[src/source/aluPkg.sv]
package aluPkg;

  ////////////////////////////////////////
  // Widths
  ////////////////////////////////////////

  localparam int wordBitsL   = 16;  // Datapath word
  localparam int opcodeBitsL = 8;   // Opcode field
  localparam int shiftBitsL  = 4;   // Shift amount bits taken from B

  typedef logic [wordBitsL-1:0] wordT;

  ////////////////////////////////////////
  // Opcodes
  ////////////////////////////////////////

  // Low three bits always zero
  typedef enum logic [opcodeBitsL-1:0] {
    opAdd    = 8'd0,
    opAddi   = 8'd8,
    opAddu   = 8'd16,
    opAddui  = 8'd24,
    opAddc   = 8'd32,
    opAddcu  = 8'd40,
    opAddcui = 8'd48,
    opAddci  = 8'd56,   // A plus stored carry, B unused
    opSub    = 8'd64,
    opSubi   = 8'd72,
    opCmp    = 8'd80,
    opCmpi   = 8'd88,
    opAnd    = 8'd96,
    opOr     = 8'd104,
    opXor    = 8'd112,
    opNot    = 8'd120,  // Inverts A only
    opLsh    = 8'd128,
    opLshi   = 8'd136,
    opRsh    = 8'd144,  // Logical right
    opRshi   = 8'd152,
    opAlsh   = 8'd160,  // Same as LSH, zero fill
    opArsh   = 8'd168,  // Sign-filling right
    opNop    = 8'd176   // Keeps result and flags
  } opcodeE;

  ////////////////////////////////////////
  // Flags and port payloads
  ////////////////////////////////////////

  // MSB first, matches the old 5-bit flag vector
  typedef struct packed {
    logic zf;  // Zero
    logic cf;  // Carry out of the top bit
    logic ff;  // Signed overflow
    logic lf;  // Unsigned less-than
    logic nf;  // Signed less-than
  } flagsT;

  // One operation from the requester
  typedef struct packed {
    opcodeE opcode;
    wordT   a;
    wordT   b;
  } aluReqT;

  // Registered answer on ack
  typedef struct packed {
    wordT  c;
    flagsT flags;
  } aluRespT;

  // What each execution unit offers to the merge stage
  typedef struct packed {
    logic  hit;    // Unit owns this opcode
    logic  keep;   // Leave previous response untouched
    wordT  c;
    flagsT flags;
  } unitResultT;

endpackage

[src/source/opLatch.sv]
`timescale 1ns/1ps

module opLatch
  import aluPkg::*;
(
  input  logic   clk,
  input  logic   arstN,
  input  logic   req,      // Four-phase request
  input  aluReqT reqData,  // Held stable while req is high
  input  logic   ack,      // Back from flagMerge
  output aluReqT curReq,   // Operation under execution
  output logic   start     // One-cycle launch pulse
);

  typedef enum logic [1:0] {
    stIdle,      // Waiting for a new request
    stBusy,      // Operation launched, ack pending
    stWaitDrop   // Acked, requester still holds req
  } latchStateE;

  latchStateE state;
  logic       reqQ;    // req seen on the previous edge
  logic       launch;

  ////////////////////////////////////////
  // Request sampling
  ////////////////////////////////////////

  // One edge of delay before capture, gives the fixed 2-cycle latency
  always_ff @(posedge clk or negedge arstN)
  begin
    if (!arstN)
      reqQ <= 1'b0;
    else
      reqQ <= req;
  end

  assign launch = (state == stIdle) && reqQ && req;

  ////////////////////////////////////////
  // Handshake FSM
  ////////////////////////////////////////

  always_ff @(posedge clk or negedge arstN)
  begin
    if (!arstN)
    begin
      state <= stIdle;
      start <= 1'b0;
    end
    else
    begin
      start <= launch;  // Single pulse per request
      case (state)
        stIdle:
        begin
          if (launch)
            state <= stBusy;
        end
        stBusy:
        begin
          if (ack)
            state <= stWaitDrop;  // Result is out
        end
        stWaitDrop:
        begin
          // A held req must not start twice
          if (!req)
            state <= stIdle;
        end
        default: state <= stIdle;
      endcase
    end
  end

  // Operation register
  always_ff @(posedge clk)
  begin
    if (launch)
      curReq <= reqData;
  end

endmodule

[src/source/arithUnit.sv]
`timescale 1ns/1ps

module arithUnit
  import aluPkg::*;
(
  input  aluReqT     curReq,
  input  logic       carryIn,  // Stored C flag
  output unitResultT res
);

  logic signedForm;    // Add or subtract, reports F
  logic unsignedForm;  // Unsigned add, reports C
  logic useCarry;      // Adds stored carry
  logic dropB;         // B replaced by zero
  logic isSub;         // A plus ~B plus 1
  logic isCmp;         // Flags only

  wordT               opB;     // Second adder input
  logic               cinEff;  // Adder carry-in
  logic [wordBitsL:0] sum;     // Top bit is carry out
  wordT               sumW;
  logic               ovf;

  ////////////////////////////////////////
  // Opcode decode
  ////////////////////////////////////////

  always_comb
  begin
    signedForm   = 1'b0;
    unsignedForm = 1'b0;
    useCarry     = 1'b0;
    dropB        = 1'b0;
    isSub        = 1'b0;
    isCmp        = 1'b0;
    case (curReq.opcode)
      opAdd, opAddi:      signedForm = 1'b1;  // Immediate B already supplied
      opAddu, opAddui:    unsignedForm = 1'b1;
      opAddc:
      begin
        signedForm = 1'b1;
        useCarry   = 1'b1;
      end
      opAddcu, opAddcui:
      begin
        unsignedForm = 1'b1;
        useCarry     = 1'b1;
      end
      opAddci:
      begin
        signedForm = 1'b1;
        useCarry   = 1'b1;
        dropB      = 1'b1;  // A plus carry only
      end
      opSub, opSubi:
      begin
        signedForm = 1'b1;
        isSub      = 1'b1;
      end
      opCmp, opCmpi:      isCmp = 1'b1;
      default: ;  // Not ours
    endcase
  end

  ////////////////////////////////////////
  // Shared adder
  ////////////////////////////////////////

  assign opB    = isSub ? ~curReq.b : (dropB ? '0 : curReq.b);
  assign cinEff = isSub | (useCarry & carryIn);  // Two's complement +1 on subtract
  assign sum    = {1'b0, curReq.a} + {1'b0, opB} + {{wordBitsL{1'b0}}, cinEff};
  assign sumW   = sum[wordBitsL-1:0];

  // Same-sign inputs, result sign flipped
  // Inverted B makes this hold for subtract too
  assign ovf = (curReq.a[wordBitsL-1] == opB[wordBitsL-1]) &&
               (sumW[wordBitsL-1] != curReq.a[wordBitsL-1]);

  ////////////////////////////////////////
  // Result and flags
  ////////////////////////////////////////

  always_comb
  begin
    res     = '0;  // Unlisted flags stay clear
    res.hit = signedForm | unsignedForm | isCmp;
    if (signedForm || unsignedForm)
    begin
      res.c        = sumW;
      res.flags.zf = (sumW == '0);
      res.flags.cf = unsignedForm & sum[wordBitsL];  // 17th bit
      res.flags.ff = signedForm & ovf;
    end
    else if (isCmp)
    begin
      // Result stays zero for compares
      res.flags.lf = (curReq.a < curReq.b);
      res.flags.nf = ($signed(curReq.a) < $signed(curReq.b));
    end
  end

endmodule

[src/source/logicShiftUnit.sv]
`timescale 1ns/1ps

module logicShiftUnit
  import aluPkg::*;
(
  input  aluReqT     curReq,
  output unitResultT res
);

  logic [shiftBitsL-1:0] rawAmt;  // B low bits
  logic [shiftBitsL-1:0] shAmt;   // Zero means one
  wordT                  result;
  logic                  hit;
  logic                  keep;

  ////////////////////////////////////////
  // Shift amount
  ////////////////////////////////////////

  assign rawAmt = curReq.b[shiftBitsL-1:0];
  assign shAmt  = (rawAmt == '0) ? shiftBitsL'(1) : rawAmt;

  ////////////////////////////////////////
  // Logic and shift datapath
  ////////////////////////////////////////

  always_comb
  begin
    result = '0;
    hit    = 1'b1;  // Cleared in default
    keep   = 1'b0;
    case (curReq.opcode)
      // Bitwise on whole words
      opAnd:  result = curReq.a & curReq.b;
      opOr:   result = curReq.a | curReq.b;
      opXor:  result = curReq.a ^ curReq.b;
      opNot:  result = ~curReq.a;  // B unused

      // Left shifts fill with zeros
      opLsh, opLshi, opAlsh:
        result = curReq.a << shAmt;

      // Logical right
      opRsh, opRshi:
        result = curReq.a >> shAmt;

      // Arithmetic right, copies the sign bit
      opArsh:
        result = wordT'($signed(curReq.a) >>> shAmt);

      // Claimed here so the merge stage holds the last response
      opNop:  keep = 1'b1;

      default: hit = 1'b0;
    endcase
  end

  ////////////////////////////////////////
  // Unit result
  ////////////////////////////////////////

  always_comb
  begin
    res          = '0;
    res.hit      = hit;
    res.keep     = keep;
    res.c        = result;
    res.flags.zf = hit & ~keep & (result == '0);  // Only Z from this unit
  end

endmodule

[src/source/flagMerge.sv]
`timescale 1ns/1ps

module flagMerge
  import aluPkg::*;
(
  input  logic       clk,
  input  logic       arstN,
  input  logic       start,     // Launch pulse from opLatch
  input  logic       req,       // Requester still holding
  input  unitResultT arithRes,
  input  unitResultT logicRes,
  output logic       carryIn,   // Stored C back to arithUnit
  output aluRespT    resp,
  output logic       ack
);

  unitResultT sel;       // Owning unit's offer
  logic       anyHit;
  logic       update;    // Write resp this edge
  logic       ackNext;

  ////////////////////////////////////////
  // Owner select
  ////////////////////////////////////////

  assign anyHit = arithRes.hit | logicRes.hit;

  // Units decode disjoint opcode sets
  always_comb
  begin
    if (arithRes.hit)
      sel = arithRes;
    else if (logicRes.hit)
      sel = logicRes;
    else
      sel = '0;  // Unknown opcode gives zero, flags clear
  end

  // NOP leaves both result and flags alone
  assign update = start & ~(anyHit & sel.keep);

  ////////////////////////////////////////
  // Ack control
  ////////////////////////////////////////

  always_comb
  begin
    ackNext = ack;
    if (start)
      ackNext = 1'b1;  // Result lands with ack
    else if (ack && !req)
      ackNext = 1'b0;  // Requester let go
  end

  ////////////////////////////////////////
  // Response and flag register
  ////////////////////////////////////////

  always_ff @(posedge clk or negedge arstN)
  begin
    if (!arstN)
    begin
      resp <= '0;
      ack  <= 1'b0;
    end
    else
    begin
      ack <= ackNext;
      if (update)
      begin
        resp.c     <= sel.c;
        resp.flags <= sel.flags;
      end
    end
  end

  // Carry chains into the next ADDC family op
  assign carryIn = resp.flags.cf;

endmodule

[src/source/aluExecUnit.sv]
`timescale 1ns/1ps

module aluExecUnit
  import aluPkg::*;
(
  input  logic    clk,
  input  logic    arstN,
  input  logic    req,      // Four-phase request
  input  aluReqT  reqData,
  output logic    ack,
  output aluRespT resp      // Valid from ack until next ack
);

  aluReqT     curReq;    // Latched operation
  logic       start;
  logic       carryIn;   // Stored C flag
  unitResultT arithRes;
  unitResultT logicRes;

  // Request side
  opLatch u_opLatch (
    .clk     (clk),
    .arstN   (arstN),
    .req     (req),
    .reqData (reqData),
    .ack     (ack),
    .curReq  (curReq),
    .start   (start)
  );

  // Add, subtract, compare
  arithUnit u_arithUnit (
    .curReq  (curReq),
    .carryIn (carryIn),
    .res     (arithRes)
  );

  // Bitwise, shifts, NOP
  logicShiftUnit u_logicShiftUnit (
    .curReq (curReq),
    .res    (logicRes)
  );

  // Response register and ack
  flagMerge u_flagMerge (
    .clk      (clk),
    .arstN    (arstN),
    .start    (start),
    .req      (req),
    .arithRes (arithRes),
    .logicRes (logicRes),
    .carryIn  (carryIn),
    .resp     (resp),
    .ack      (ack)
  );

endmodule

[config.mk]
export PLATFORM = sky130hd
export DESIGN_NAME = aluExecUnit
export DESIGN_NICKNAME = d
export VERILOG_FILES = /design/src/source/aluPkg.sv /design/src/source/opLatch.sv /design/src/source/arithUnit.sv /design/src/source/logicShiftUnit.sv /design/src/source/flagMerge.sv /design/src/source/aluExecUnit.sv
export SDC_FILE = /design/constraint.sdc
export NUM_CORES = 1
export LEC_CHECK = 0
export BUFFER_PORTS_ARGS = -buffer_cell sky130_fd_sc_hd__buf_2
export CORE_MARGIN = 4
export CORE_UTILIZATION = 61
export DETAILED_ROUTE_END_ITERATION = 7
export PLACE_DENSITY = 0.82
export SLEW_MARGIN = 20
export SYNTH_ARGS = -nofsm -noshare
export SYNTH_HDL_FRONTEND = slang
export SYNTH_SLANG_ARGS = --single-unit
export TNS_END_PERCENT = 30
[constraint.sdc]
create_clock -name clk -period 5.3 [get_ports clk]
set_input_delay 0.795 -clock clk [delete_from_list [all_inputs] [get_ports clk]]
set_output_delay 0.795 -clock clk [all_outputs]
set_load 0.03 [all_outputs]
* Word-level counts from Yosys, hierarchy flattened
Cells that the tools add are included.
** Storage, ports and cells
- Bits in registers :: 66
- Latch bits :: 0
- Memory bits (writable) :: 0
- Memory bits (read-only) :: 0
- Input port bits :: 43
- Word-level logic and storage cells :: 111
- Memories :: 0
** Cells by class
- Add/sub/neg operators :: 2
- $mul :: 0
- Divide/modulo/power cells :: 0
- Magnitude comparators :: 2
- Equal/unequal tests :: 29
- Shifts and indexed selects :: 3
- Mux-type cells :: 23
- Bitwise operators :: 18
- Reduce and logical (&&, ||, !) cells :: 21
** Operators with widths (count)
- one-hot mux 16 bit (7 select lines) :: 1
- == test 8 x 7 -> 1 bit (second input constant) :: 8
- == test 8 bit (second input constant) :: 7
- 2-to-1 mux 22 bit :: 2
- == test 8 x 6 -> 1 bit (second input constant) :: 4
- logical NOT 16 bit :: 2
- < comparator 16 bit :: 2
- 2-to-1 mux 16 bit :: 2
- inverter 16 bit :: 2
- 2-to-1 mux 19 bit :: 1
- adder 16 x 16 -> 17 bit :: 1
- adder 17 x 1 -> 17 bit :: 1
- bitwise AND 16 bit :: 1
- == test 8 x 5 -> 1 bit (second input constant) :: 2
- OR 16 bit :: 1
- << shifter 16 x 4 -> 16 bit :: 1
- right shift 16 x 4 -> 16 bit :: 1
- >>> shifter 16 x 4 -> 16 bit :: 1
- bitwise XOR 16 bit :: 1
- OR reduction 11 bit :: 1
- 2-to-1 mux 1 bit :: 10
- 2-to-1 mux 2 bit :: 5
- == test 8 x 4 -> 1 bit (second input constant) :: 1
- logical NOT 8 bit :: 1
- other kinds (22) :: 39

* Longest topological paths before layout
Gate-level depths: netlist (run 1).
- Depth after elaboration :: 14
- Depth in mapped cells :: 19
- Mapped depth without buffers :: 17

* Cells and area by module
A second synthesis (run 1) with hierarchy kept.
** Second synthesis, totals
- Cell total of the unflattened synthesis :: 860
- Area, all modules :: 7183.1 µm²
** By module, submodules not included
- logicShiftUnit :: instances 1, cells an instance 484, area each 3086.7 µm², seq. area each 0.0 µm²
- arithUnit :: instances 1, cells an instance 244, area each 1647.8 µm², seq. area each 0.0 µm²
- opLatch :: instances 1, cells an instance 51, area each 1340.0 µm², seq. area each 1301.2 µm²
- flagMerge :: instances 1, cells an instance 81, area each 1108.6 µm², seq. area each 550.5 µm²

* Least setup slack after synthesis (run 1)
OpenSTA, ideal clock, no wires.
- Path type :: input -> register
- Start :: input req
- End :: register, netlist name u_opLatch.curReq[0]
- Arrival time :: 3664 ps
- Data required time :: 4808 ps
- Slack :: 1144 ps
- Cell stages on the path :: 2
- Path buffers :: 0
- Cell sequence :: nand2_1 -> nor3_1
** Between the ends
- Cells in the longest elaborated chain, start to end :: 1
** RTL lines
- start: declaration :: RTL line aluExecUnit.sv:8 : input logic req,
- logical AND 1 bit :: RTL line opLatch.sv:38 : assign launch = (state == stIdle) && reqQ && req;
- named net u_opLatch.launch :: RTL line opLatch.sv:23 : logic launch;
The timed path passes the listed nets, and every way through them passes these cells.
A chain may end at the register's enable or synchronous reset.

* Final worst setup path (run 1)
- Start :: register, netlist name u_opLatch.curReq[34]
- End :: register, netlist name u_flagMerge.resp[19]
** Between the ends
- Cells in the longest elaborated chain, start to end :: 9
- Elaborated cells on any way between the ends :: 56
- Those cells by class :: 2 x add/sub; 22 x eq/ne; 14 x mux; 8 x bitwise; 10 x reduce/logical
** RTL lines
- branches (longest 9 deep; another with adder 16 x 16 -> 17 bit)
Several ways; the timed one is not identified.

==> results of run 1 <==
synthesized netlist by cell type (7+ instances only):
cell,instances
sky130_fd_sc_hd__o22ai_1,8
sky130_fd_sc_hd__mux2i_1,27
sky130_fd_sc_hd__a22oi_1,8
sky130_fd_sc_hd__dfrtp_1,26
sky130_fd_sc_hd__o21ai_0,61
sky130_fd_sc_hd__edfxtp_1,40
sky130_fd_sc_hd__a21o_1,7
sky130_fd_sc_hd__buf_4,8
sky130_fd_sc_hd__a31oi_1,9
sky130_fd_sc_hd__buf_6,7
sky130_fd_sc_hd__xnor2_1,9
sky130_fd_sc_hd__inv_1,43
sky130_fd_sc_hd__nor4_1,12
sky130_fd_sc_hd__nand3_1,16
sky130_fd_sc_hd__nor3_1,13
sky130_fd_sc_hd__nand4_1,7
sky130_fd_sc_hd__a211oi_1,15
sky130_fd_sc_hd__nor2b_1,11
sky130_fd_sc_hd__ha_1,63
sky130_fd_sc_hd__nor2_1,51
sky130_fd_sc_hd__clkbuf_1,25
sky130_fd_sc_hd__mux2_2,7
sky130_fd_sc_hd__a21oi_1,60
sky130_fd_sc_hd__nand2b_1,15
sky130_fd_sc_hd__o211ai_1,10
sky130_fd_sc_hd__buf_2,19
sky130_fd_sc_hd__nand2_1,90
sky130_fd_sc_hd__o21ai_1,8
path summary, 6_finish.rpt:
kind	to	slack, ns
worst max-delay path	u_flagMerge.resp[19]	0.48
max in group asynchronous	u_flagMerge.resp[0]	4.44
worst max register to register	u_flagMerge.resp[19]	0.48
min in group clk	u_flagMerge.resp[5]	0.48
worst min register to register	u_flagMerge.resp[5]	0.48
worst min-delay path	u_flagMerge.resp[13]	0.45
metrics by stage:
stage	utilization (%)	cells	hold WS (ns)	cell area (µm²)	setup WS (ns)
floorplan	-	815	0.4719	6929	1.144
global placement	65.58	972	0.4550	7203	0.7889
detailed placement	65.58	972	0.4616	7203	0.6336
CTS	68.50	988	0.4703	7523	0.5923
global route	68.50	988	0.4906	7523	0.1455
finish	68.52	989	0.4540	7526	0.4804
area by class of cell:
cell class / instances / share of cell area [%]
inverters: 45 / 2.244
clock buffers: 10 / 3.325
diodes: 1 / 0.03325
clock inverters: 6 / 0.9310
flip-flops and latches: 66 / 24.61
repair buffers: 76 / 5.453
well taps: 140 / 2.328
multi-input cells: 645 / 61.08
registers in the layout (all words and copies together) (netlist names):
name	count
u_opLatch.start	1
u_flagMerge.resp	20
u_opLatch.curReq	40
u_flagMerge.ack	1
u_opLatch.reqQ	1
u_flagMerge.carryIn	1
u_opLatch.state	2
logic make-up (layout without fill, tap and decap cells):
kind of cell    count (synthesis)  count (layout)  share of synthesized area, %
mux                            40              40                         6.988
fa+ha+maj                      65              65                         11.95
buf+inv                       104             137                         7.169
simple gates                  262             262                         19.41
xor+xnor                       15              15                         1.896
other cells                     0               1                             0
compound gates                263             263                         25.86
flops                          66              66                         26.72
power breakdown:
part,switching [mW],internal [mW],total [mW]
clock network,0.234,0.396,0.630
registers,0.126,0.635,0.762
logic,0.596,0.330,0.925
routing by layer:
metal	GRT usage, %	wire [µm]	vias up
li1	-	-	3094
met1	50.05	9611	3373
met2	55.34	10590	586
met3	13.05	3311	155
met4	24.39	1774	0
met5	0	0	-
critical path, stage by stage (launching register included):
cell                       delay, ns
sky130_fd_sc_hd__edfxtp_1       0.41
sky130_fd_sc_hd__or3_4          0.53
sky130_fd_sc_hd__nor2_1         0.21
sky130_fd_sc_hd__nand2_1        0.32
sky130_fd_sc_hd__nand2_1        0.15
sky130_fd_sc_hd__o21ai_0        0.12
sky130_fd_sc_hd__fa_1           0.46
sky130_fd_sc_hd__fa_1           0.42
sky130_fd_sc_hd__a21oi_1        0.22
sky130_fd_sc_hd__o22ai_1        0.15
sky130_fd_sc_hd__o41ai_2        0.37
sky130_fd_sc_hd__a31oi_1        0.23
sky130_fd_sc_hd__a21o_1         0.22
sky130_fd_sc_hd__a21o_1         0.19
sky130_fd_sc_hd__xnor2_1        0.26
sky130_fd_sc_hd__o21ai_0        0.13
sky130_fd_sc_hd__mux2_2         0.30
==> qor.tcl, run 1 <==
set qor(run_status) {complete, no violations}
set qor(htree_num_levels) 3
set qor(global_route_wire_length_before_repair_um) 38580
set qor(cp.required_ns) 5.53
set qor(post_synth_main_area_contributors) {sky130_fd_sc_hd__edfxtp_1 (17%), sky130_fd_sc_hd__ha_1 (11%), sky130_fd_sc_hd__dfrtp_1 (9.4%)}
set qor(first_global_vias) 6806
set qor(cellLeakagePower_nw) 3.247
set qor(syn_nets) 923
set qor(die_area_mm2) 0.01313
set qor(die_y_um) 114.6
set qor(io_buffers) 64
set qor(place.detailed.hpwl_um) 18520
set qor(tritoncts.num_buffers) 9
set qor(register_area_mm2) 0.001852
set qor(route.final.wire_length_um) 25290
set qor(hold_class) {input port to async pin}
set qor(cts.repair.resized) 0
set qor(timing_worst_slew_pin_value_ns) 1.005
set qor(vdd.ir_drop.worst_mv) 0.3203
set qor(slew_headroom_pct) 31.30
set qor(place_congestion) 1.061
set qor(avgSynthCellArea_um2) 8.502
set qor(ff_to_ff_start) {u_opLatch.curReq[34]}
set qor(yosys_top_cell_by_area) {sky130_fd_sc_hd__edfxtp_1}
set qor(core-area_mm2) 0.01098
set qor(top_level_ports) 65
set qor(grt.overflow.total) 0
set qor(drt_drc_violations_left) 0
set qor(vias_per_cell) 7.288
set qor(synth_sequential_area_ratio_pct) 26.72
set qor(synth.distinct_cells) 89
set qor(max-clock-path-buffers) 2
set qor(worst-r2r-cell-count) 16
set qor(synthesis.instances) 815
set qor(arrival_ns) 5.05
set qor(vias) 7208
set qor(die_w_um) 114.6
set qor(cts.repair_timing.setup_buffer_count) 0
set qor(power_per_cell_area_mw_per_mm2) 307.8
set qor(area.growth.synth_to_final_pct) 8.613
set qor(post-route-period-util_pct) 90.94
set qor(synth_seq_cells) 66
set qor(yosys_warnings) 0
set qor(synth-edff-count) 40
set qor(maxClockFrequency_mhz) 207.5
set qor(initial_utilization_pct) 63.09
set qor(clk-insertion-delay-late_ns) 0.35
set qor(drtPass1Iterations) 8
set qor(drv_cap) 0
set qor(mostFrequentLayoutCells) {sky130_fd_sc_hd__nand2_1 (90), sky130_fd_sc_hd__buf_2 (64), sky130_fd_sc_hd__ha_1 (63)}
set qor(drt.antenna.violating_nets) 0
set qor(layout_commonest_cell) {sky130_fd_sc_hd__nand2_1}
set qor(cts.sink_count) 66
set qor(post-layout-total-power_mw) 2.317
set qor(timing.critical_path.from_type) {register}
set qor(timing_max_transition_violations_final) 0
set qor(proportion_of_layout_cells_with_a_drive_suffix_above_1_pct) 15.68
set qor(gr-usage-all-layers_pct) 38.76
set qor(timing.critical_path.fanout_max) 20
set qor(cts.hold.buffers_added) 0
set qor(wl_per_cell_um) 25.57
set qor(criticalPathCategory) {register to register}
set qor(prevailing_post_synth_register_cell) {sky130_fd_sc_hd__edfxtp_1}
set qor(period_needed_ns) 4.820
set qor(finish.net_count) 951
set qor(timing.final.hold_violations) 0
set qor(setup_viol) 0
set qor(timing.critical_path.from) {u_opLatch.curReq[34]}
set qor(yosysTopAreaCellShare_pct) 17.33
set qor(finClkSkew_ns) 0.009522
set qor(drt-initial-drc-count) 1336
set qor(cts_tree) {yes}
set qor(nFillCells) 899
set qor(clkSlewWorstSetupHoldPaths_ns) 0.06
set qor(rsz0062_at_grt) {false}
set qor(grt_max_degree) 60
set qor(multiInputGateArea_mm2) 0.004597
set qor(worstSetupEndpointType) {register}
set qor(clock_tree.root_cell) {sky130_fd_sc_hd__clkbuf_16}
set qor(synth.cell_area_mm2) 0.006929
set qor(rows) 38
set qor(async_flop_share_pct) 39.39
set qor(antenna_found_initial) 0
set qor(setup_total_negative_slack_ns) 0
Note: power is estimated with default switching activity, not from simulation.
==> run 2: changes to the inputs <==
--- a/config.mk
+++ b/config.mk
@@ -5,13 +5,16 @@
 export SDC_FILE = /design/constraint.sdc
 export NUM_CORES = 1
 export LEC_CHECK = 0
+export ABC_AREA = 1
 export BUFFER_PORTS_ARGS = -buffer_cell sky130_fd_sc_hd__buf_2
+export CORE_ASPECT_RATIO = 1.4
 export CORE_MARGIN = 4
-export CORE_UTILIZATION = 61
+export CORE_UTILIZATION = 62
 export DETAILED_ROUTE_END_ITERATION = 7
-export PLACE_DENSITY = 0.82
+export PLACE_DENSITY = 0.83
 export SLEW_MARGIN = 20
 export SYNTH_ARGS = -nofsm -noshare
 export SYNTH_HDL_FRONTEND = slang
+export SYNTH_HIERARCHICAL = 1
 export SYNTH_SLANG_ARGS = --single-unit
 export TNS_END_PERCENT = 30
==> run 2 against run 1 <==
- non-clock buffer count decreased by 6
- clock skew increased by 0.0025 ns
- routed wire length decreased by 8.1%
- core utilization increased by 0.46 points
- combinational power decreased by 14%
- first-iteration DRC count decreased by 41%
- sequential share of layout area decreased by 1.2 points
- total power decreased by 10%
- synthesized cell count increased by 43%
- register-to-register slack improved by 1.2 ns
- cell count increased by 37%
- largest cell class unchanged
- largest power group unchanged
==> qor.tcl, run 2 <==
set qor(slew_headroom_pct) 44.85
set qor(cts_tree) {yes}
set qor(hold_class) {input port to async pin}
set qor(place.detailed.hpwl_um) 17650
set qor(antenna_found_initial) 0
set qor(post-route-period-util_pct) 67.84
set qor(post_synth_fa_ha_maj_area_fraction_pct) 11.16
set qor(drt-initial-drc-count) 786
set qor(first_global_vias) 7359
set qor(setup_total_negative_slack_ns) 0
set qor(worstSetupEndpointType) {register}
set qor(rsz0062_at_grt) {false}
set qor(power_switching_uw) 862.4
set qor(combPwrFrac_pct) 38.2
set qor(timing.critical_path.from_type) {register}
set qor(largest_register) {u_opLatch/curReq}
set qor(max-clock-path-buffers) 2
set qor(drt.antenna.violating_nets) 0
set qor(tritoncts.num_buffers) 9
set qor(timing.critical_path.slowest_stage_cell) {sky130_fd_sc_hd__edfxtp_1}
set qor(ff_to_ff_start) {u_opLatch/curReq[37]}
set qor(vdd.ir_drop.worst_mv) 0.2576
set qor(maxClockFrequency_mhz) 278.1
set qor(finalCoreUtilization_pct) 68.99
set qor(synth-edff-count) 40
set qor(finish.cell_count_without_fillers) 1352
set qor(drv_cap) 0
set qor(yosysTopAreaCellShare_pct) 19.36
set qor(clockPowerShare_pct) 28.6
set qor(largest_reg_flops) 40
set qor(synth-compound-area-share_pct) 7.633
set qor(proportion_of_layout_cells_with_a_drive_suffix_above_1_pct) 11.92
set qor(netSwitchingFraction_pct) 41.47
set qor(worst-r2r-cell-count) 21
set qor(yosys_top_cell_by_area) {sky130_fd_sc_hd__nand2_1}
set qor(cp_cell_sequence) {nor2_1 > inv_1 > nor2_1 > nand2_2 > nand3_1 > o21ai_0 > fa_1 > fa_1 > nand2_1 > nand3_1 > nand3_2 > nand2_2 > xnor2_1 > nand2_1 > nor2_1 > nand2_1 > nor2_1 > nand2_1 > nand2_1 > nand2_1 > nand2_1}
set qor(clk-insertion-delay-late_ns) 0.34
set qor(wl_per_cell_um) 17.20
set qor(criticalPathCategory) {register to register}
set qor(cts.repair.resized) 0
set qor(layout_commonest_cell) {sky130_fd_sc_hd__nand2_1}
set qor(post_synth_main_area_contributors) {sky130_fd_sc_hd__nand2_1 (19%), sky130_fd_sc_hd__edfxtp_1 (16%), sky130_fd_sc_hd__nand3_1 (13%)}
set qor(synth_sequential_area_ratio_pct) 25.33
set qor(cpPeakStageDelay_ns) 0.50
set qor(cts.repair_timing.setup_buffer_count) 0
set qor(gr-usage-all-layers_pct) 35.10
set qor(timing.critical_path.fanout_max) 34
set qor(clock_tree.root_cell) {sky130_fd_sc_hd__clkbuf_16}
set qor(cp.required_ns) 5.57
set qor(die_w_um) 99.78
set qor(synth_commonest_cells) {sky130_fd_sc_hd__nand2_1 (377), sky130_fd_sc_hd__nand3_1 (187), sky130_fd_sc_hd__inv_1 (144), sky130_fd_sc_hd__nor2_1 (87), sky130_fd_sc_hd__ha_1 (62)}
set qor(setup_viol) 0
set qor(synthesis.instances) 1163
set qor(synth_mux_area_share_pct) 0
set qor(reg.largest.list) {u_opLatch/curReq x40, u_flagMerge/resp x20, u_opLatch/state x2}
set qor(synth_seq_cells) 66
set qor(top_level_ports) 65
set qor(mostFrequentLayoutCells) {sky130_fd_sc_hd__nand2_1 (377), sky130_fd_sc_hd__nand3_1 (187), sky130_fd_sc_hd__inv_1 (144)}
set qor(rows) 46
set qor(finClkSkew_ns) 0.01207
set qor(route.final.wire_length_um) 23250
set qor(io_buffers) 64
set qor(synth.distinct_cells) 46
set qor(async_flop_share_pct) 39.39
set qor(area.growth.synth_to_final_pct) 8.078
set qor(power_per_cell_area_mw_per_mm2) 263.2
set qor(vias_per_cell) 5.722
set qor(drt_drc_violations_left) 0
set qor(yosys_warnings) 6
set qor(synth.most_common_cell) {sky130_fd_sc_hd__nand2_1}
set qor(grt_max_degree) 42
set qor(cts.sink_count) 66
set qor(prevailing_post_synth_register_cell) {sky130_fd_sc_hd__edfxtp_1}
set qor(timing_max_transition_violations_final) 0
set qor(cellLeakagePower_nw) 4.456
set qor(post_synth_xor_area_fraction_pct) 0.4792
set qor(post-layout-total-power_mw) 2.080
set qor(timing.final.hold_violations) 0
set qor(avgSynthCellArea_um2) 6.286
set qor(cellInternalPower_mw) 1.217
set qor(core-area_mm2) 0.01145
set qor(run_status) {complete, no violations}
set qor(clkSlewWorstSetupHoldPaths_ns) 0.07
set qor(die_y_um) 136.5
set qor(place.detailed.instances) 1336
set qor(synth.cell_area_mm2) 0.007311
set qor(yosys.area_share.simple_pct) 43.62
set qor(place_congestion) 1.081
set qor(critical_path.most_common_cell) {sky130_fd_sc_hd__nand2_1}
set qor(finish.net_count) 1310
set qor(global_route_wire_length_before_repair_um) 37090
set qor(nFillCells) 1085
set qor(arrival_ns) 3.86
set qor(worstReg2RegEnd) {u_flagMerge/resp[4]}
set qor(grt.overflow.total) 0
set qor(insertedDiodeCount) 0
set qor(die_area_mm2) 0.01362
set qor(htree_num_levels) 3
set qor(synth_top_family_by_area) {simple AND/OR/NAND/NOR gates}
set qor(vias) 7736
set qor(drtPass1Iterations) 7
set qor(timing_worst_slew_pin_value_ns) 0.8272
set qor(period_needed_ns) 3.595
set qor(initial_utilization_pct) 63.83
set qor(power.sequential.fraction_pct) 33.2
set qor(ff_to_ff_setup_slack_ns) 1.70
set qor(cts.hold.buffers_added) 0
## run 2: how the worst max path moves through the flow
stage,endpoint,cells after the start,startpoint
floorplan,u_flagMerge/resp[4],24,u_opLatch/curReq[37]
global placement,u_flagMerge/resp[4],23,u_opLatch/curReq[37]
detailed placement,u_flagMerge/resp[4],23,u_opLatch/curReq[37]
CTS,u_flagMerge/resp[4],23,u_opLatch/curReq[37]
global route,u_flagMerge/resp[4],21,u_opLatch/curReq[37]
finish,u_flagMerge/resp[4],21,u_opLatch/curReq[37]
## run 2: power by group through the flow
| stage | Combinational [mW] | Clock [mW] | Sequential, mW |
|---|---|---|---|
| after floorplan | 0.590 | 0 | 0.675 |
| after global placement | 0.756 | 0 | 0.695 |
| after detailed placement | 0.769 | 0 | 0.698 |
| after CTS | 0.777 | 0.604 | 0.688 |
| after global routing | 0.895 | 0.633 | 0.697 |
| final | 0.794 | 0.594 | 0.691 |
## run 2: area by class of cell
cell class / count / area (µm²) / area share (%)
Clock buffer: 11 / 264.0 / 3.341
Clock inverter: 5 / 33.78 / 0.4276
Inverter: 157 / 589.3 / 7.458
Multi-Input combinational cell: 899 / 4617 / 58.43
Sequential cell: 66 / 1852 / 23.44
Tap cell: 144 / 180.2 / 2.280
Timing Repair Buffer: 70 / 365.4 / 4.624
## run 2: cell families (layout without fill, tap and decap cells)
kind of cell	after synthesis	count (layout)
compound gates	105	105
flops	66	66
xor+xnor	4	4
other cells	2	5
fa+ha+maj	64	64
simple gates	721	721
buf+inv	201	243
## run 2: critical path: cells and delay by family (launching register included)
kind                       cells  cell delay (ns)
buffers and inverters          1             0.05
DFF                            1             0.50
xor gates and xnor gates       1             0.20
adders and majority gates      2             0.91
AOI/OAI and AO/OA              1             0.12
and+or+nand+nor               16             1.74
## run 2: metal layers
layer / routed length (µm) / track usage (%) / up-vias
met2: 11000 / 58.39 / 404
met1: 8858 / 43.68 / 3441
met3: 2075 / 4.620 / 80
met4: 1314 / 19.29 / 0
li1: - / - / 3811
met5: 0 / 0 / -
## run 2: through the flow
step                      worst slack, ns  hold WS, ns  instance area [µm²]
after detailed placement            1.767       0.4531                 7604
after CTS                           1.740       0.4661                 7901
after global routing                1.309       0.4911                 7901
after global placement              1.823       0.4499                 7604
final                               1.705       0.4550                 7901
after floorplan                     2.190       0.4281                 7322
==> run 3: changes to the inputs <==
--- a/config.mk
+++ b/config.mk
@@ -5,13 +5,13 @@
 export SDC_FILE = /design/constraint.sdc
 export NUM_CORES = 1
 export LEC_CHECK = 0
-export ABC_AREA = 1
+export ABC_AREA = 0
 export BUFFER_PORTS_ARGS = -buffer_cell sky130_fd_sc_hd__buf_2
 export CORE_ASPECT_RATIO = 1.4
 export CORE_MARGIN = 4
-export CORE_UTILIZATION = 62
+export CORE_UTILIZATION = 56
 export DETAILED_ROUTE_END_ITERATION = 7
-export PLACE_DENSITY = 0.83
+export PLACE_DENSITY = 0.79
 export SLEW_MARGIN = 20
 export SYNTH_ARGS = -nofsm -noshare
 export SYNTH_HDL_FRONTEND = slang
==> constraint.sdc (replaced) <==
create_clock -name clk -period 3.1 [get_ports clk]
set_input_delay 0.465 -clock clk [delete_from_list [all_inputs] [get_ports clk]]
set_output_delay 0.465 -clock clk [all_outputs]
set_load 0.03 [all_outputs]
==> run 3 against run 2 <==
- register-to-register slack worse by 2.5 ns
- synthesized area fell by 1.7%
- total power increased by 120%
- clock skew down 0.0043 ns
- hold slack worse by 0.34 ns
- first-iteration DRC count rose by 40%
- global-route usage up 7.2 points
- critical path depth is 7 lower
- cell count down 2.0%
- the flow now finishes with violations (setup timing)
- combinational power grew to 3.0 times the previous value
- clock power up 78%
- critical endpoint unchanged
- highest routed layer unchanged
- final area rose by 28%
==> qor.tcl, run 3 <==
set qor(finClkSkew_ns) 0.007752
set qor(timing_worst_slew_pin_value_ns) 0.8165
set qor(clk-insertion-delay-late_ns) 0.34
set qor(finish.net_count) 1277
set qor(route.final.wire_length_um) 31810
set qor(synth_seq_cells) 66
set qor(htree_num_levels) 3
set qor(cpPeakStageDelay_ns) 0.44
set qor(setup_viol) 17
set qor(post-route-period-util_pct) 126.9
set qor(gr-usage-all-layers_pct) 42.26
set qor(proportion_of_layout_cells_with_a_drive_suffix_above_1_pct) 37.19
set qor(vias_per_cell) 6.642
set qor(synth.most_common_cell) {sky130_fd_sc_hd__nand2_1}
set qor(yosys_warnings) 6
set qor(vias) 8800
set qor(worst-r2r-cell-count) 14
set qor(drt_drc_violations_left) 0
set qor(rows) 48
set qor(maxClockFrequency_mhz) 254.1
set qor(post-layout-total-power_mw) 4.569
set qor(clkSlewWorstSetupHoldPaths_ns) 0.06
set qor(synth-edff-count) 40
set qor(io_buffers) 64
set qor(yosysTopAreaCellShare_pct) 16.72
set qor(place_congestion) 1.112
set qor(run_status) {finished, violations left}
set qor(synth_mux_area_share_pct) 6.689
set qor(timing.critical_path.slowest_stage_cell) {sky130_fd_sc_hd__edfxtp_1}
set qor(synth.distinct_cells) 86
set qor(die_area_mm2) 0.01473
set qor(finish.cell_count_without_fillers) 1325
set qor(synth.cell_area_mm2) 0.007183
set qor(cts_tree) {yes}
set qor(prevailing_post_synth_register_cell) {sky130_fd_sc_hd__edfxtp_1}
set qor(max-clock-path-buffers) 2
set qor(reg.largest.list) {u_opLatch/curReq x40, u_flagMerge/resp x20, u_opLatch/state x2}
set qor(rsz0062_at_grt) {true}
set qor(layout_commonest_cell) {sky130_fd_sc_hd__buf_4}
set qor(place.detailed.instances) 1296
set qor(largest_register) {u_opLatch/curReq}
set qor(avgSynthCellArea_um2) 8.352
set qor(global_route_wire_length_before_repair_um) 48220
set qor(hold_class) {input port to async pin}
set qor(ff_to_ff_setup_slack_ns) -0.84
set qor(worstReg2RegEnd) {u_flagMerge/resp[4]}
set qor(post_synth_fa_ha_maj_area_fraction_pct) 11.36
set qor(finalHoldWorstSlack_ns) 0.1118
set qor(cp.required_ns) 3.38
set qor(criticalPathCategory) {register to register}
set qor(cellLeakagePower_nw) 4.821
set qor(timing.critical_path.depth) 14
set qor(insertedDiodeCount) 0
set qor(drtPass1Iterations) 6
set qor(cp_top_family) {simple AND/OR/NAND/NOR gates}
set qor(area.growth.synth_to_final_pct) 40.32
set qor(cts.sink_count) 66
set qor(grt_max_degree) 42
set qor(first_global_vias) 8902
set qor(cp.buffers_inverters) 0
set qor(synth_commonest_cells) {sky130_fd_sc_hd__nand2_1 (95), sky130_fd_sc_hd__inv_1 (65), sky130_fd_sc_hd__ha_1 (62), sky130_fd_sc_hd__nor2_1 (56), sky130_fd_sc_hd__a21oi_1 (55)}
set qor(tritoncts.num_buffers) 9
set qor(finalCoreUtilization_pct) 81.08
set qor(yosys_top_cell_by_area) {sky130_fd_sc_hd__edfxtp_1}
set qor(yosys.area_share.simple_pct) 20.78
set qor(clock_tree.root_cell) {sky130_fd_sc_hd__clkbuf_16}
set qor(ff_to_ff_start) {u_opLatch/curReq[39]}
set qor(timing_max_transition_violations_final) 0
set qor(async_flop_share_pct) 39.39
set qor(final.setup.worst_slack_ns) -0.8354
set qor(period_needed_ns) 3.935
set qor(synth_top_family_by_area) {compound AO/OA/AOI/OAI gates}
set qor(place.detailed.hpwl_um) 24430
set qor(power_per_cell_area_mw_per_mm2) 453.3
set qor(largest_reg_flops) 40
set qor(synthesis.instances) 860
set qor(post_synth_xor_area_fraction_pct) 1.585
set qor(die_y_um) 142.0
set qor(timing.critical_path.from_type) {register}
set qor(violations) {setup timing}
set qor(synth-compound-area-share_pct) 26.16
set qor(core-area_mm2) 0.01243
set qor(slew_headroom_pct) 45.43
set qor(timing.final.hold_violations) 0
set qor(drv_cap) 0
set qor(top_level_ports) 65
set qor(post_synth_main_area_contributors) {sky130_fd_sc_hd__edfxtp_1 (17%), sky130_fd_sc_hd__ha_1 (11%), sky130_fd_sc_hd__dfrtp_1 (9.1%)}
set qor(arrival_ns) 4.21
set qor(wl_per_cell_um) 24.01
set qor(drt.antenna.violating_nets) 0
set qor(mostFrequentLayoutCells) {sky130_fd_sc_hd__buf_4 (282), sky130_fd_sc_hd__nand2_1 (94), sky130_fd_sc_hd__buf_2 (64), sky130_fd_sc_hd__inv_1 (64), sky130_fd_sc_hd__ha_1 (62)}
set qor(antenna_found_initial) 0
set qor(synth_sequential_area_ratio_pct) 25.78
set qor(timing.critical_path.fanout_max) 4
set qor(worstSetupEndpointType) {register}
set qor(drt-initial-drc-count) 1101
set qor(die_w_um) 103.7
set qor(grt.overflow.total) 0
set qor(vdd.ir_drop.worst_mv) 0.2954
set qor(initial_utilization_pct) 57.78
set qor(cp_cell_sequence) {nor4_4 > nand2_2 > nand2_1 > o21ai_2 > fa_2 > fa_2 > xnor2_1 > nand4b_1 > nand4b_1 > nor4bb_1 > nand4_1 > nor4_2 > a22o_1 > mux2_4}
## run 3: cell types whose count changed after synthesis, moves of 12 or more
cell                       before  now
sky130_fd_sc_hd__a21o_1         1   14
sky130_fd_sc_hd__a22o_1         0   22
sky130_fd_sc_hd__mux2_2         0   20
sky130_fd_sc_hd__clkbuf_1      11   28
sky130_fd_sc_hd__nor2_1        87   56
sky130_fd_sc_hd__nand3_1      187   25
sky130_fd_sc_hd__inv_1        144   65
sky130_fd_sc_hd__nor3_1         6   25
sky130_fd_sc_hd__nand2_2       20    0
sky130_fd_sc_hd__nand2b_1       0   25
sky130_fd_sc_hd__nand2_1      377   95
sky130_fd_sc_hd__inv_2         12    0
sky130_fd_sc_hd__buf_2         16    4
sky130_fd_sc_hd__a21oi_1       38   55
## run 3: layer usage
metal	global-route usage [%]	vias up	part of all wire [%]
met2	74.97	609	48
met3	6.764	240	8.1
met5	0	-	0
met1	45.26	4120	34
li1	-	3831	-
met4	32.42	0	10
## run 3: kinds of logic (layout without fill, tap and decap cells)
| kind of cell | Yosys count | after routing |
|---|---|---|
| simple gates | 295 | 295 |
| compound gates | 262 | 262 |
| buf+inv | 121 | 433 |
| flops | 66 | 66 |
| fa+ha+maj | 64 | 64 |
| mux | 37 | 37 |
| xor+xnor | 13 | 13 |
| other cells | 2 | 5 |
## run 3: worst max path at each step
stage                          from              endpoint
6_report       u_opLatch/curReq[39]   u_flagMerge/resp[4]
5_1_grt        u_opLatch/curReq[39]  u_flagMerge/resp[17]
3_5_place_dp   u_opLatch/curReq[39]   u_flagMerge/resp[4]
2_1_floorplan  u_opLatch/curReq[39]   u_flagMerge/resp[4]
3_3_place_gp   u_opLatch/curReq[39]   u_flagMerge/resp[4]
4_1_cts        u_opLatch/curReq[33]   u_flagMerge/resp[2]
## run 3: cell type report
type / count / area (µm²)
Clock buffer: 9 / 225.2
Clock inverter: 7 / 75.07
Fill cell: 777 / 2352
Inverter: 66 / 247.7
Multi-Input combinational cell: 676 / 4981
Sequential cell: 66 / 1852
Tap cell: 150 / 187.7
Timing Repair Buffer: 351 / 2511
## run 3: metrics by stage
step           cell area (µm²)  setup slack [ns]  setup TNS, ns
6_report                 10080           -0.8354         -8.246
2_1_floorplan             7259           -0.6873         -5.635
3_3_place_gp              9554           -0.6533         -6.370
4_1_cts                   9970           -0.7114         -6.758
5_1_grt                  10080           -0.9707         -10.47
3_5_place_dp              9554           -0.8608         -8.401
## run 3: worst register-to-register path, stage by stage, from the launching register on
cell,delay (ns)
sky130_fd_sc_hd__edfxtp_1,0.44
sky130_fd_sc_hd__nor4_4,0.37
sky130_fd_sc_hd__nand2_2,0.13
sky130_fd_sc_hd__nand2_1,0.10
sky130_fd_sc_hd__o21ai_2,0.06
sky130_fd_sc_hd__fa_2,0.37
sky130_fd_sc_hd__fa_2,0.43
sky130_fd_sc_hd__xnor2_1,0.34
sky130_fd_sc_hd__nand4b_1,0.29
sky130_fd_sc_hd__nand4b_1,0.27
sky130_fd_sc_hd__nor4bb_1,0.35
sky130_fd_sc_hd__nand4_1,0.17
sky130_fd_sc_hd__nor4_2,0.23
sky130_fd_sc_hd__a22o_1,0.19
sky130_fd_sc_hd__mux2_4,0.15
## run 3: report_power, final
group	switching, mW	total (mW)	internal [mW]
Clock	0.430	1.06	0.629
Combinational	1.28	2.37	1.09
Sequential	0.101	1.14	1.04
## run 3: timing repair
item                                    4_1_cts  5_1_grt
hold buffers                                  0        0
pin swaps                                    10       11
setup buffers                                 6        6
endpoints found under the setup margin       17       18
gates resized for setup                      17       16
